[src/rtl/axi_spi_pkg.sv]
package axi_spi_pkg;

  // bus and payload widths
  typedef logic [31:0] axi_data_t;
  typedef logic [6:0]  axi_addr_t;   // byte address, word aligned registers
  typedef logic [3:0]  axi_id_t;
  typedef logic [1:0]  axi_resp_t;
  typedef logic [3:0]  axi_strb_t;
  typedef logic [7:0]  spi_data_t;
  typedef logic [3:0]  spi_ratio_t;  // half period is 2**ratio aclk cycles

  parameter int fifo_depth_p = 16;

  localparam axi_resp_t resp_okay = 2'b00;

  // register map
  localparam axi_addr_t reg_srr  = 7'h40;
  localparam axi_addr_t reg_cr   = 7'h60;
  localparam axi_addr_t reg_sr   = 7'h64;
  localparam axi_addr_t reg_dtr  = 7'h68;
  localparam axi_addr_t reg_drr  = 7'h6C;
  localparam axi_addr_t reg_ssr  = 7'h70;
  localparam axi_addr_t reg_tfor = 7'h74;
  localparam axi_addr_t reg_rfor = 7'h78;
  localparam axi_addr_t reg_rclk = 7'h7C;  // custom clock ratio

  // control bits
  localparam int cr_enable_bit    = 1;
  localparam int cr_lsb_first_bit = 9;

  // status bits
  localparam int sr_rx_empty_bit = 0;
  localparam int sr_rx_full_bit  = 1;
  localparam int sr_tx_empty_bit = 2;
  localparam int sr_tx_full_bit  = 3;

  // reset values and magic words
  localparam axi_data_t  cr_init       = 32'h0000_0000;
  localparam axi_data_t  ssr_init      = 32'h0000_0001;  // slave deselected
  localparam spi_ratio_t rclk_init     = 4'h0;
  localparam axi_data_t  srr_key       = 32'h0000_000A;
  localparam axi_data_t  unmapped_data = 32'h6162_6364;

  typedef enum logic {
    wr_idle,
    wr_resp
  } wr_state_e;

  typedef enum logic {
    rd_idle,
    rd_resp
  } rd_state_e;

  typedef enum logic [1:0] {
    eng_idle,
    eng_shift,
    eng_done
  } eng_state_e;

endpackage

[src/rtl/spi_fifo.sv]
module spi_fifo
  import axi_spi_pkg::*;
#(
  parameter int fifo_depth_p = axi_spi_pkg::fifo_depth_p
) (
  input  logic      axi_aclk_i,
  input  logic      axi_aresetn_i,
  input  logic      flush_i,
  input  logic      push_i,
  input  logic      pop_i,
  input  spi_data_t data_i,
  output spi_data_t data_o,
  output logic      full_o,
  output logic      empty_o,
  output logic [$clog2(fifo_depth_p+1)-1:0] count_o
);

  localparam int ptr_w = (fifo_depth_p > 1) ? $clog2(fifo_depth_p) : 1;

  spi_data_t        mem [fifo_depth_p];
  logic [ptr_w-1:0] wr_ptr, rd_ptr;
  logic             do_push, do_pop;

  assign do_push = push_i && !full_o;   // push on full is dropped
  assign do_pop  = pop_i && !empty_o;   // pop on empty is ignored

  assign full_o  = (count_o == fifo_depth_p);
  assign empty_o = (count_o == '0);
  assign data_o  = mem[rd_ptr];         // head entry

  always_ff @(posedge axi_aclk_i) begin
    if (do_push && !flush_i) begin
      mem[wr_ptr] <= data_i;
    end
  end

  always_ff @(posedge axi_aclk_i or negedge axi_aresetn_i) begin
    if (!axi_aresetn_i) begin
      wr_ptr  <= '0;
      rd_ptr  <= '0;
      count_o <= '0;
    end else if (flush_i) begin
      wr_ptr  <= '0;
      rd_ptr  <= '0;
      count_o <= '0;
    end else begin
      if (do_push) begin
        wr_ptr <= (wr_ptr == ptr_w'(fifo_depth_p - 1)) ? '0 : wr_ptr + 1'b1;
      end
      if (do_pop) begin
        rd_ptr <= (rd_ptr == ptr_w'(fifo_depth_p - 1)) ? '0 : rd_ptr + 1'b1;
      end
      if (do_push && !do_pop) begin
        count_o <= count_o + 1'b1;
      end else if (do_pop && !do_push) begin
        count_o <= count_o - 1'b1;
      end
    end
  end

endmodule

[src/rtl/spi_master_engine.sv]
module spi_master_engine
  import axi_spi_pkg::*;
(
  input  logic       axi_aclk_i,
  input  logic       axi_aresetn_i,
  input  logic       soft_rst_i,
  input  logic       enable_i,
  input  logic       lsb_first_i,
  input  logic       cs_n_sel_i,
  input  spi_ratio_t ratio_i,
  input  spi_data_t  tx_data_i,
  input  logic       tx_empty_i,
  output logic       tx_pop_o,
  output spi_data_t  rx_data_o,
  output logic       rx_push_o,
  input  logic       rx_full_i,
  output logic       spi_clk_o,
  output logic       spi_cs_n_o,
  output logic       spi_mosi_o,
  input  logic       spi_miso_i
);

  eng_state_e  state;
  logic [15:0] div_cnt;
  logic [15:0] div_lim;   // aclk cycles per spi_clk half period, minus one
  logic        half_tick;
  logic [2:0]  bit_cnt;
  spi_data_t   tx_sh;
  logic        lsb_q;     // byte order held for the whole byte

  assign div_lim   = (16'd1 << ratio_i) - 16'd1;
  assign half_tick = (div_cnt == div_lim);

  assign tx_pop_o   = (state == eng_idle) && enable_i && !tx_empty_i;
  assign rx_push_o  = (state == eng_done) && !rx_full_i;  // lost when rx fifo is full
  assign spi_cs_n_o = !((state != eng_idle) && !cs_n_sel_i);
  assign spi_mosi_o = (state == eng_shift) && (lsb_q ? tx_sh[0] : tx_sh[7]);

  always_ff @(posedge axi_aclk_i or negedge axi_aresetn_i) begin
    if (!axi_aresetn_i) begin
      state     <= eng_idle;
      div_cnt   <= '0;
      bit_cnt   <= '0;
      spi_clk_o <= 1'b0;
      lsb_q     <= 1'b0;
    end else if (soft_rst_i) begin
      state     <= eng_idle;
      div_cnt   <= '0;
      bit_cnt   <= '0;
      spi_clk_o <= 1'b0;
    end else begin
      case (state)
        eng_idle: begin
          div_cnt   <= '0;
          bit_cnt   <= '0;
          spi_clk_o <= 1'b0;
          if (tx_pop_o) begin
            lsb_q <= lsb_first_i;
            state <= eng_shift;
          end
        end
        eng_shift: begin
          if (half_tick) begin
            div_cnt   <= '0;
            spi_clk_o <= !spi_clk_o;
            if (spi_clk_o) begin  // falling edge ends a bit
              bit_cnt <= bit_cnt + 1'b1;
              if (bit_cnt == 3'd7) begin
                state <= eng_done;
              end
            end
          end else begin
            div_cnt <= div_cnt + 1'b1;
          end
        end
        eng_done: state <= eng_idle;
        default:  state <= eng_idle;
      endcase
    end
  end

  // data path, mode 0: shift out on falling edge, sample on rising edge
  always_ff @(posedge axi_aclk_i) begin
    if (tx_pop_o) begin
      tx_sh <= tx_data_i;
    end else if (state == eng_shift && half_tick) begin
      if (spi_clk_o) begin
        tx_sh <= lsb_q ? {1'b0, tx_sh[7:1]} : {tx_sh[6:0], 1'b0};
      end else begin
        rx_data_o <= lsb_q ? {spi_miso_i, rx_data_o[7:1]} : {rx_data_o[6:0], spi_miso_i};
      end
    end
  end

endmodule

[src/rtl/axi_spi_regs.sv]
module axi_spi_regs
  import axi_spi_pkg::*;
#(
  parameter int fifo_depth_p = axi_spi_pkg::fifo_depth_p
) (
  input  logic      axi_aclk_i,
  input  logic      axi_aresetn_i,
  input  axi_id_t   axi_awid_i,
  input  axi_addr_t axi_awaddr_i,
  input  logic      axi_awvalid_i,
  output logic      axi_awready_o,
  input  axi_data_t axi_wdata_i,
  input  axi_strb_t axi_wstrb_i,
  input  logic      axi_wvalid_i,
  output logic      axi_wready_o,
  output axi_id_t   axi_bid_o,
  output axi_resp_t axi_bresp_o,
  output logic      axi_bvalid_o,
  input  logic      axi_bready_i,
  input  axi_id_t   axi_arid_i,
  input  axi_addr_t axi_araddr_i,
  input  logic      axi_arvalid_i,
  output logic      axi_arready_o,
  output axi_id_t   axi_rid_o,
  output axi_data_t axi_rdata_o,
  output axi_resp_t axi_rresp_o,
  output logic      axi_rvalid_o,
  input  logic      axi_rready_i,
  output logic      tx_push_o,
  output spi_data_t tx_data_o,
  input  logic      tx_full_i,
  input  logic      tx_empty_i,
  input  logic [$clog2(fifo_depth_p+1)-1:0] tx_count_i,
  output logic      rx_pop_o,
  input  spi_data_t rx_data_i,
  input  logic      rx_full_i,
  input  logic      rx_empty_i,
  input  logic [$clog2(fifo_depth_p+1)-1:0] rx_count_i,
  output logic      enable_o,
  output logic      lsb_first_o,
  output logic      cs_n_sel_o,
  output logic      soft_rst_o,
  output spi_ratio_t ratio_o
);

  wr_state_e  wr_state;
  rd_state_e  rd_state;
  axi_addr_t  wr_addr, rd_addr;  // word aligned
  axi_data_t  wdata_m;           // write data after strobe masking
  axi_data_t  ssr_q;
  axi_data_t  sr, rd_mux;
  logic       wr_is_dtr, wr_go, rd_go, srr_hit;

  assign wr_addr   = {axi_awaddr_i[6:2], 2'b00};
  assign rd_addr   = {axi_araddr_i[6:2], 2'b00};
  assign wr_is_dtr = (wr_addr == reg_dtr);

  // a dtr write waits here while the tx fifo is full
  assign wr_go = (wr_state == wr_idle) && axi_awvalid_i && axi_wvalid_i &&
                 !soft_rst_o && !(wr_is_dtr && tx_full_i);
  assign rd_go = (rd_state == rd_idle) && axi_arvalid_i;

  always_comb begin
    for (int i = 0; i < $bits(axi_strb_t); i++) begin
      wdata_m[8*i +: 8] = axi_wstrb_i[i] ? axi_wdata_i[8*i +: 8] : 8'h00;
    end
  end

  assign tx_push_o  = wr_go && wr_is_dtr;
  assign tx_data_o  = wdata_m[7:0];
  assign rx_pop_o   = rd_go && (rd_addr == reg_drr) && !rx_empty_i;
  assign cs_n_sel_o = ssr_q[0];

  assign axi_bresp_o = resp_okay;
  assign axi_rresp_o = resp_okay;

  // write channel
  always_ff @(posedge axi_aclk_i or negedge axi_aresetn_i) begin
    if (!axi_aresetn_i) begin
      wr_state      <= wr_idle;
      axi_awready_o <= 1'b0;
      axi_wready_o  <= 1'b0;
      axi_bvalid_o  <= 1'b0;
      srr_hit       <= 1'b0;
      soft_rst_o    <= 1'b0;
    end else begin
      soft_rst_o <= 1'b0;  // single cycle pulse
      case (wr_state)
        wr_idle: begin
          if (wr_go) begin
            axi_awready_o <= 1'b1;
            axi_wready_o  <= 1'b1;
            axi_bvalid_o  <= 1'b1;
            srr_hit       <= (wr_addr == reg_srr) && (wdata_m == srr_key);
            wr_state      <= wr_resp;
          end
        end
        wr_resp: begin
          axi_awready_o <= 1'b0;
          axi_wready_o  <= 1'b0;
          if (axi_bready_i) begin
            axi_bvalid_o <= 1'b0;
            soft_rst_o   <= srr_hit;  // fires once the response is taken
            srr_hit      <= 1'b0;
            wr_state     <= wr_idle;
          end
        end
        default: wr_state <= wr_idle;
      endcase
    end
  end

  always_ff @(posedge axi_aclk_i) begin
    if (wr_go) begin
      axi_bid_o <= axi_awid_i;
    end
  end

  // control registers
  always_ff @(posedge axi_aclk_i or negedge axi_aresetn_i) begin
    if (!axi_aresetn_i) begin
      enable_o    <= cr_init[cr_enable_bit];
      lsb_first_o <= cr_init[cr_lsb_first_bit];
      ssr_q       <= ssr_init;
      ratio_o     <= rclk_init;
    end else if (soft_rst_o) begin
      enable_o    <= cr_init[cr_enable_bit];
      lsb_first_o <= cr_init[cr_lsb_first_bit];
      ssr_q       <= ssr_init;
      ratio_o     <= rclk_init;
    end else if (wr_go) begin
      case (wr_addr)
        reg_cr: begin
          enable_o    <= wdata_m[cr_enable_bit];
          lsb_first_o <= wdata_m[cr_lsb_first_bit];
        end
        reg_ssr:  ssr_q   <= wdata_m;
        reg_rclk: ratio_o <= wdata_m[$bits(spi_ratio_t)-1:0];
        default: ;
      endcase
    end
  end

  always_comb begin
    sr                  = '0;
    sr[sr_rx_empty_bit] = rx_empty_i;
    sr[sr_rx_full_bit]  = rx_full_i;
    sr[sr_tx_empty_bit] = tx_empty_i;
    sr[sr_tx_full_bit]  = tx_full_i;
  end

  // read data select
  always_comb begin
    rd_mux = '0;
    case (rd_addr)
      reg_cr: begin
        rd_mux[cr_enable_bit]    = enable_o;
        rd_mux[cr_lsb_first_bit] = lsb_first_o;
      end
      reg_sr:   rd_mux = sr;
      reg_drr:  rd_mux = rx_empty_i ? '0 : axi_data_t'(rx_data_i);
      reg_ssr:  rd_mux = ssr_q;
      reg_tfor: rd_mux = axi_data_t'(tx_count_i);
      reg_rfor: rd_mux = axi_data_t'(rx_count_i);
      reg_rclk: rd_mux = axi_data_t'(ratio_o);
      reg_srr, reg_dtr: rd_mux = '0;  // write only
      default:  rd_mux = unmapped_data;
    endcase
  end

  // read channel
  always_ff @(posedge axi_aclk_i or negedge axi_aresetn_i) begin
    if (!axi_aresetn_i) begin
      rd_state      <= rd_idle;
      axi_arready_o <= 1'b0;
      axi_rvalid_o  <= 1'b0;
    end else begin
      case (rd_state)
        rd_idle: begin
          if (rd_go) begin
            axi_arready_o <= 1'b1;
            axi_rvalid_o  <= 1'b1;
            rd_state      <= rd_resp;
          end
        end
        rd_resp: begin
          axi_arready_o <= 1'b0;
          if (axi_rready_i) begin
            axi_rvalid_o <= 1'b0;
            rd_state     <= rd_idle;
          end
        end
        default: rd_state <= rd_idle;
      endcase
    end
  end

  always_ff @(posedge axi_aclk_i) begin
    if (rd_go) begin
      axi_rid_o   <= axi_arid_i;
      axi_rdata_o <= rd_mux;
    end
  end

endmodule

[src/rtl/axi_spi_top.sv]
module axi_spi_top
  import axi_spi_pkg::*;
#(
  parameter int fifo_depth_p = axi_spi_pkg::fifo_depth_p
) (
  input  logic      axi_aclk_i,
  input  logic      axi_aresetn_i,
  input  axi_id_t   axi_awid_i,
  input  axi_addr_t axi_awaddr_i,
  input  logic      axi_awvalid_i,
  output logic      axi_awready_o,
  input  axi_data_t axi_wdata_i,
  input  axi_strb_t axi_wstrb_i,
  input  logic      axi_wvalid_i,
  output logic      axi_wready_o,
  output axi_id_t   axi_bid_o,
  output axi_resp_t axi_bresp_o,
  output logic      axi_bvalid_o,
  input  logic      axi_bready_i,
  input  axi_id_t   axi_arid_i,
  input  axi_addr_t axi_araddr_i,
  input  logic      axi_arvalid_i,
  output logic      axi_arready_o,
  output axi_id_t   axi_rid_o,
  output axi_data_t axi_rdata_o,
  output axi_resp_t axi_rresp_o,
  output logic      axi_rvalid_o,
  input  logic      axi_rready_i,
  output logic      spi_clk_o,
  output logic      spi_cs_n_o,
  output logic      spi_mosi_o,
  input  logic      spi_miso_i
);

  localparam int cnt_w = $clog2(fifo_depth_p + 1);

  logic             tx_push, tx_pop, tx_full, tx_empty;
  spi_data_t        tx_data, tx_data_out;
  logic [cnt_w-1:0] tx_count;
  logic             rx_push, rx_pop, rx_full, rx_empty;
  spi_data_t        rx_data, rx_data_out;
  logic [cnt_w-1:0] rx_count;
  logic             enable, lsb_first, cs_n_sel, soft_rst;
  spi_ratio_t       ratio;

  axi_spi_regs #(
    .fifo_depth_p (fifo_depth_p)
  ) axi_spi_regs_i (
    .axi_aclk_i, .axi_aresetn_i,
    .axi_awid_i, .axi_awaddr_i, .axi_awvalid_i, .axi_awready_o,
    .axi_wdata_i, .axi_wstrb_i, .axi_wvalid_i, .axi_wready_o,
    .axi_bid_o, .axi_bresp_o, .axi_bvalid_o, .axi_bready_i,
    .axi_arid_i, .axi_araddr_i, .axi_arvalid_i, .axi_arready_o,
    .axi_rid_o, .axi_rdata_o, .axi_rresp_o, .axi_rvalid_o, .axi_rready_i,
    .tx_push_o   (tx_push),
    .tx_data_o   (tx_data),
    .tx_full_i   (tx_full),
    .tx_empty_i  (tx_empty),
    .tx_count_i  (tx_count),
    .rx_pop_o    (rx_pop),
    .rx_data_i   (rx_data_out),
    .rx_full_i   (rx_full),
    .rx_empty_i  (rx_empty),
    .rx_count_i  (rx_count),
    .enable_o    (enable),
    .lsb_first_o (lsb_first),
    .cs_n_sel_o  (cs_n_sel),
    .soft_rst_o  (soft_rst),
    .ratio_o     (ratio)
  );

  spi_fifo #(
    .fifo_depth_p (fifo_depth_p)
  ) tx_fifo (
    .axi_aclk_i, .axi_aresetn_i,
    .flush_i (soft_rst),
    .push_i  (tx_push),
    .pop_i   (tx_pop),
    .data_i  (tx_data),
    .data_o  (tx_data_out),
    .full_o  (tx_full),
    .empty_o (tx_empty),
    .count_o (tx_count)
  );

  spi_fifo #(
    .fifo_depth_p (fifo_depth_p)
  ) rx_fifo (
    .axi_aclk_i, .axi_aresetn_i,
    .flush_i (soft_rst),
    .push_i  (rx_push),
    .pop_i   (rx_pop),
    .data_i  (rx_data),
    .data_o  (rx_data_out),
    .full_o  (rx_full),
    .empty_o (rx_empty),
    .count_o (rx_count)
  );

  spi_master_engine spi_master_engine_i (
    .axi_aclk_i, .axi_aresetn_i,
    .soft_rst_i  (soft_rst),
    .enable_i    (enable),
    .lsb_first_i (lsb_first),
    .cs_n_sel_i  (cs_n_sel),
    .ratio_i     (ratio),
    .tx_data_i   (tx_data_out),
    .tx_empty_i  (tx_empty),
    .tx_pop_o    (tx_pop),
    .rx_data_o   (rx_data),
    .rx_push_o   (rx_push),
    .rx_full_i   (rx_full),
    .spi_clk_o, .spi_cs_n_o, .spi_mosi_o, .spi_miso_i
  );

endmodule

[config.mk]
export PLATFORM = sky130hd
export DESIGN_NAME = axi_spi_top
export DESIGN_NICKNAME = d
export VERILOG_FILES = /design/src/rtl/axi_spi_pkg.sv /design/src/rtl/spi_fifo.sv /design/src/rtl/spi_master_engine.sv /design/src/rtl/axi_spi_regs.sv /design/src/rtl/axi_spi_top.sv
export SDC_FILE = /design/constraint.sdc
export NUM_CORES = 1
export LEC_CHECK = 0
export ABC_AREA = 1
export BUFFER_PORTS_ARGS = -buffer_cell sky130_fd_sc_hd__buf_2
export CAP_MARGIN = 0
export CORE_ASPECT_RATIO = 0.7
export CORE_MARGIN = 5
export CORE_UTILIZATION = 50
export CTS_BUF_LIST = sky130_fd_sc_hd__clkbuf_4
export CTS_CLUSTER_SIZE = 24
export DETAILED_ROUTE_END_ITERATION = 6
export GPL_TIMING_DRIVEN = 0
export PLACE_DENSITY = 0.76
export SYNTH_ARGS = -nofsm -noshare
export SYNTH_HDL_FRONTEND = slang
export SYNTH_SLANG_ARGS = --single-unit
[constraint.sdc]
create_clock -name axi_aclk_i -period 9.9 [get_ports axi_aclk_i]
set_clock_uncertainty 0.1 [all_clocks]
set_input_delay 0.495 -clock axi_aclk_i [delete_from_list [all_inputs] [get_ports axi_aclk_i]]
set_output_delay 0.495 -clock axi_aclk_i [all_outputs]
set_load 0.1 [all_outputs]
==> out/summary.md <==
Outcome
* complete, no violations — outcome

Placed design
* 32800 um — placed wire-length estimate after detailed placement
* 2269 — # placed instances
* 0.920 — global placer's final weighted congestion
* 105 — count of port buffers added during placement

Clock tree
* 97 — cts bufs inserted
* built — CTS tree
* 0.07 ns — Clock Pin Slew Worst Setup and Hold Paths
* 0 — post-CTS setup repair buffer count
* clkbuf_4 — clock root cell
* 407 — number of clock sinks seen by CTS
* 0.85 ns — later-pin clock latency in the skew report
* 3 — number of buffers on the longest clock path
* 3 — CTS H-tree lvls

Power and ir drop
* 195 mW/mm2 — Power Dens Cells
* 1.24 mW — P_sw
* 4.12 mW — Total Power
* 2.88 mW — Cell Int Power
* 48.4% — sequential share of power
* 16.3% — share of power burned in combinational logic
* 0.104 mV — maximum vdd drop
* 30.2% — fraction of power spent switching nets
* 8.35 nW — Leak Pwr
* 35.3% — clock network power share

Cells and area
* 17.6% — layout overhead on the synthesized area
* 2512 — number of standard cells in the layout, taps in and fillers out
* 2038 — final net count
* 16.9% — fraction of layout instances using a drive strength above 1

Job
* 0 — count of maximum capacitance violations

Worst hold path
* axi_wstrb_i[2] — startpoint of the worst hold path
* 3 — WHS Path Cells
* in2reg — worst min path class
* axi_spi_regs_i.ssr_q[18] — Hold Crit Endpoint

Worst setup path
* 10 — crit path max fanout
* flip-flop — nature of the critical path endpoint
* 10.19 ns — Worst Path Required
* spi_master_engine_i.tx_sh[1] — worst flop-to-flop path endpoint
* flip-flop — startpoint type of the worst setup path
* reg2reg — start-to-end type of the worst setup path
* 14 — FF-to-FF path depth
* axi_spi_regs_i.ratio_o[3] — Reg-to-Reg Start
* 6.60 ns — minimum setup slack among reg-to-reg paths
* 3.59 ns — critical path data arrival time

STA
* 0 — final setup violating endpoints
* 3.30 ns — min Tclk post-route
* 33.3% — Period Utilization, post-route
* 0 — number of failing hold endpoints at the final stage
* 303 MHz — Max Clock Freq
* 0 ns — total negative slack
* 1.14 ns — actual transition at the worst max-transition pin
* false — setup repair after global routing missed its margin
* 22.9% — tightest slew margin relative to the limit
* 0 — max-slew violations

Detailed routing
* 5.69 — Via density
* 49500 um — Routed WL
* 6 — number of optimization iterations in the first detailed-route pass
* 1571 — initial drt markers
* 0 — remaining antenna violation count after routing
* 19.7 um — drt wl/cell
* 14302 — via count
* 0 — DRC violations left

Yosys
* 23.3% — Synth async-reset ratio
* 1679 — post-synthesis cell count
* edfxtp_1, dfrtp_1, nand2_1 — synth top area cells
* 0 — count of warnings emitted by yosys
* 407 — number of synthesized register bits
* 312 — number of enable flip-flop cells after synthesis
* 10.7 um2 — syn_area_per_cell
* 57 — number of distinct library cells after synthesis
* edfxtp_1 — most frequently used flop master after synthesis
* edfxtp_1 — cell type contributing the most total cell area after synthesis
* 52.2% — share of the synthesized area in the top cell type
* 0.0179 mm2 — cell area after synthesis
* 65.5% — sequential cell area fraction in the yosys report

GRT
* 36.0% — met2 track utilization from global routing
* met2 — global route hottest layer
* 69 — pin count of the biggest net entering global routing
* 76700 um — first-pass GRT wire length
* 4 — antenna violations before repair
* 0 — global route total overflow
* 36.0% — global routing usage on met1
* 24.6% — total global-route track usage
* 13773 — via count of the first global-routing pass
* 6.64% — met3 routing resource usage after global routing

Floorplanning
* 118 — IO Pins
* 169 um — Vert. Die Dim
* 236 um — Chip Width
* 0.0357 mm2 — Floorplan Core Area
* 50.3% — starting density of the core
* 58 — row count
* 0.0398 mm2 — die footprint

## what timing repair did
| item | in CTS | in global routing |
|---|---|---|
| resized for setup | 0 | 0 |
| hold buffers | 62 | 0 |
| endpoints found under the hold margin | 139 | 0 |
## critical path: stages, from the launching register on
cell and delay, ns:
dfrtp_1 0.39, buf_6 0.16, nor2_8 0.16, nand3_1 0.09, ha_1 0.32, inv_1 0.04
nand2_1 0.05, nand2_1 0.05, nor2_1 0.08, nand2_1 0.06, nor2_1 0.08, nand3_1 0.09
nor2_2 0.16, nand3_1 0.12, o21ai_0 0.90
## sequential cells by signal, indices dropped and copies added (netlist names), 2 cells and up
signal / cells
spi_master_engine_i.tx_sh: 8
spi_master_engine_i.bit_cnt: 3
rx_fifo.wr_ptr: 4
axi_spi_regs_i.ssr_q: 32
rx_fifo.rd_ptr: 4
axi_spi_regs_i.axi_rdata_o: 32
tx_fifo.wr_ptr: 4
tx_fifo.count_o: 5
rx_fifo.count_o: 5
axi_spi_regs_i.ratio_o: 4
axi_spi_regs_i.axi_rid_o: 4
tx_fifo.mem: 128
spi_master_engine_i.rx_data_o: 8
axi_spi_regs_i.axi_bid_o: 4
spi_master_engine_i.state: 2
spi_master_engine_i.div_cnt: 16
rx_fifo.mem: 128
tx_fifo.rd_ptr: 4
## Yosys cell counts, types with 26 or more instances
cell type  instances
edfxtp_1         312
nand2_1          305
nor2_1           205
o21ai_0          165
inv_1            134
dfrtp_1           94
nand3_1           87
o22ai_1           58
clkbuf_1          50
a21oi_1           41
nand4_1           26
## kinds of logic after synthesis
family | Yosys count | share of synthesized area, %
adders and majority gates | 22 | 1.62
AOI/OAI and AO/OA | 345 | 11.2
other | 1 | 0.0209
DFF | 407 | 65.5
and+or+nand+nor | 662 | 15.7
xor gates and xnor gates | 18 | 0.878
buffers and inverters | 224 | 5.14
## stage by stage
step	cell area, um2	setup slack (ns)	hold WS [ns]	util, %
after floorplan	18000	5.95	0.0994	-
after global placement	19100	5.02	0.361	53.5
after detailed placement	19100	6.66	0.344	53.6
after CTS	21100	6.61	0.00957	59.1
after global routing	21100	6.29	0.0406	59.1
final	21100	6.60	0.0680	59.1
## cell type report
| class | instances | area, um2 |
|---|---|---|
| clock buffer | 158 | 1190 |
| fill | 2807 | 14600 |
| timing repair buffer | 169 | 1200 |
| multi-input combinational | 1051 | 5300 |
| tap | 480 | 601 |
| antenna | 2 | 5.00 |
| sequential | 407 | 11700 |
| buffer | 74 | 357 |
| clock inverter | 21 | 148 |
| inverter | 150 | 566 |
## cells in the final DEF (no fill, tap or decap), drive strengths merged, types with 3 or more instances in the layout
cell         count
a31oi            6
nand3           89
o211ai           6
conb             4
nand2          315
nor3            12
o22ai           60
edfxtp         312
inv            145
nand4           26
nor2           215
a221oi           3
o221ai          15
ha              20
dlygate4sd3     62
a21oi           48
a311oi           3
clkbuf         208
o21bai           4
xor2            13
xnor2            5
o21ai          185
dfrtp           94
o31ai            4
clkinv          23
buf            131
## power by group through the flow
stage	Sequential, mW	Combinational [mW]	Clock, mW
final	1.99	0.670	1.46
after global routing	2.00	0.727	1.57
after CTS	1.99	0.659	1.46
after detailed placement	2.02	0.639	0
after global placement	2.02	0.617	0
after floorplan	2.14	0.343	0
## how the worst max path moves through the flow
| stage | startpoint | end | slack [ns] | depth (start not counted) |
|---|---|---|---|---|
| after detailed placement | axi_spi_regs_i.ratio_o[3] | spi_master_engine_i.tx_sh[4] | 6.66 | 14 |
| final | axi_spi_regs_i.ratio_o[3] | spi_master_engine_i.tx_sh[1] | 6.60 | 14 |
| after global routing | axi_spi_regs_i.ratio_o[2] | spi_master_engine_i.tx_sh[1] | 6.29 | 13 |
| after CTS | axi_spi_regs_i.ratio_o[3] | spi_master_engine_i.tx_sh[1] | 6.61 | 14 |
| after global placement | axi_arvalid_i | rx_fifo.count_o[4] | 5.02 | 14 |
| after floorplan | axi_arvalid_i | rx_fifo.count_o[4] | 5.95 | 13 |
## routing by layer
layer / wire, um / share of wire, %
met1: 20400 / 41
met2: 21600 / 44
met3: 6110 / 12
met4: 1380 / 2.8
met5: 36 / 0.073
Power figures use the tool's default switching activity.
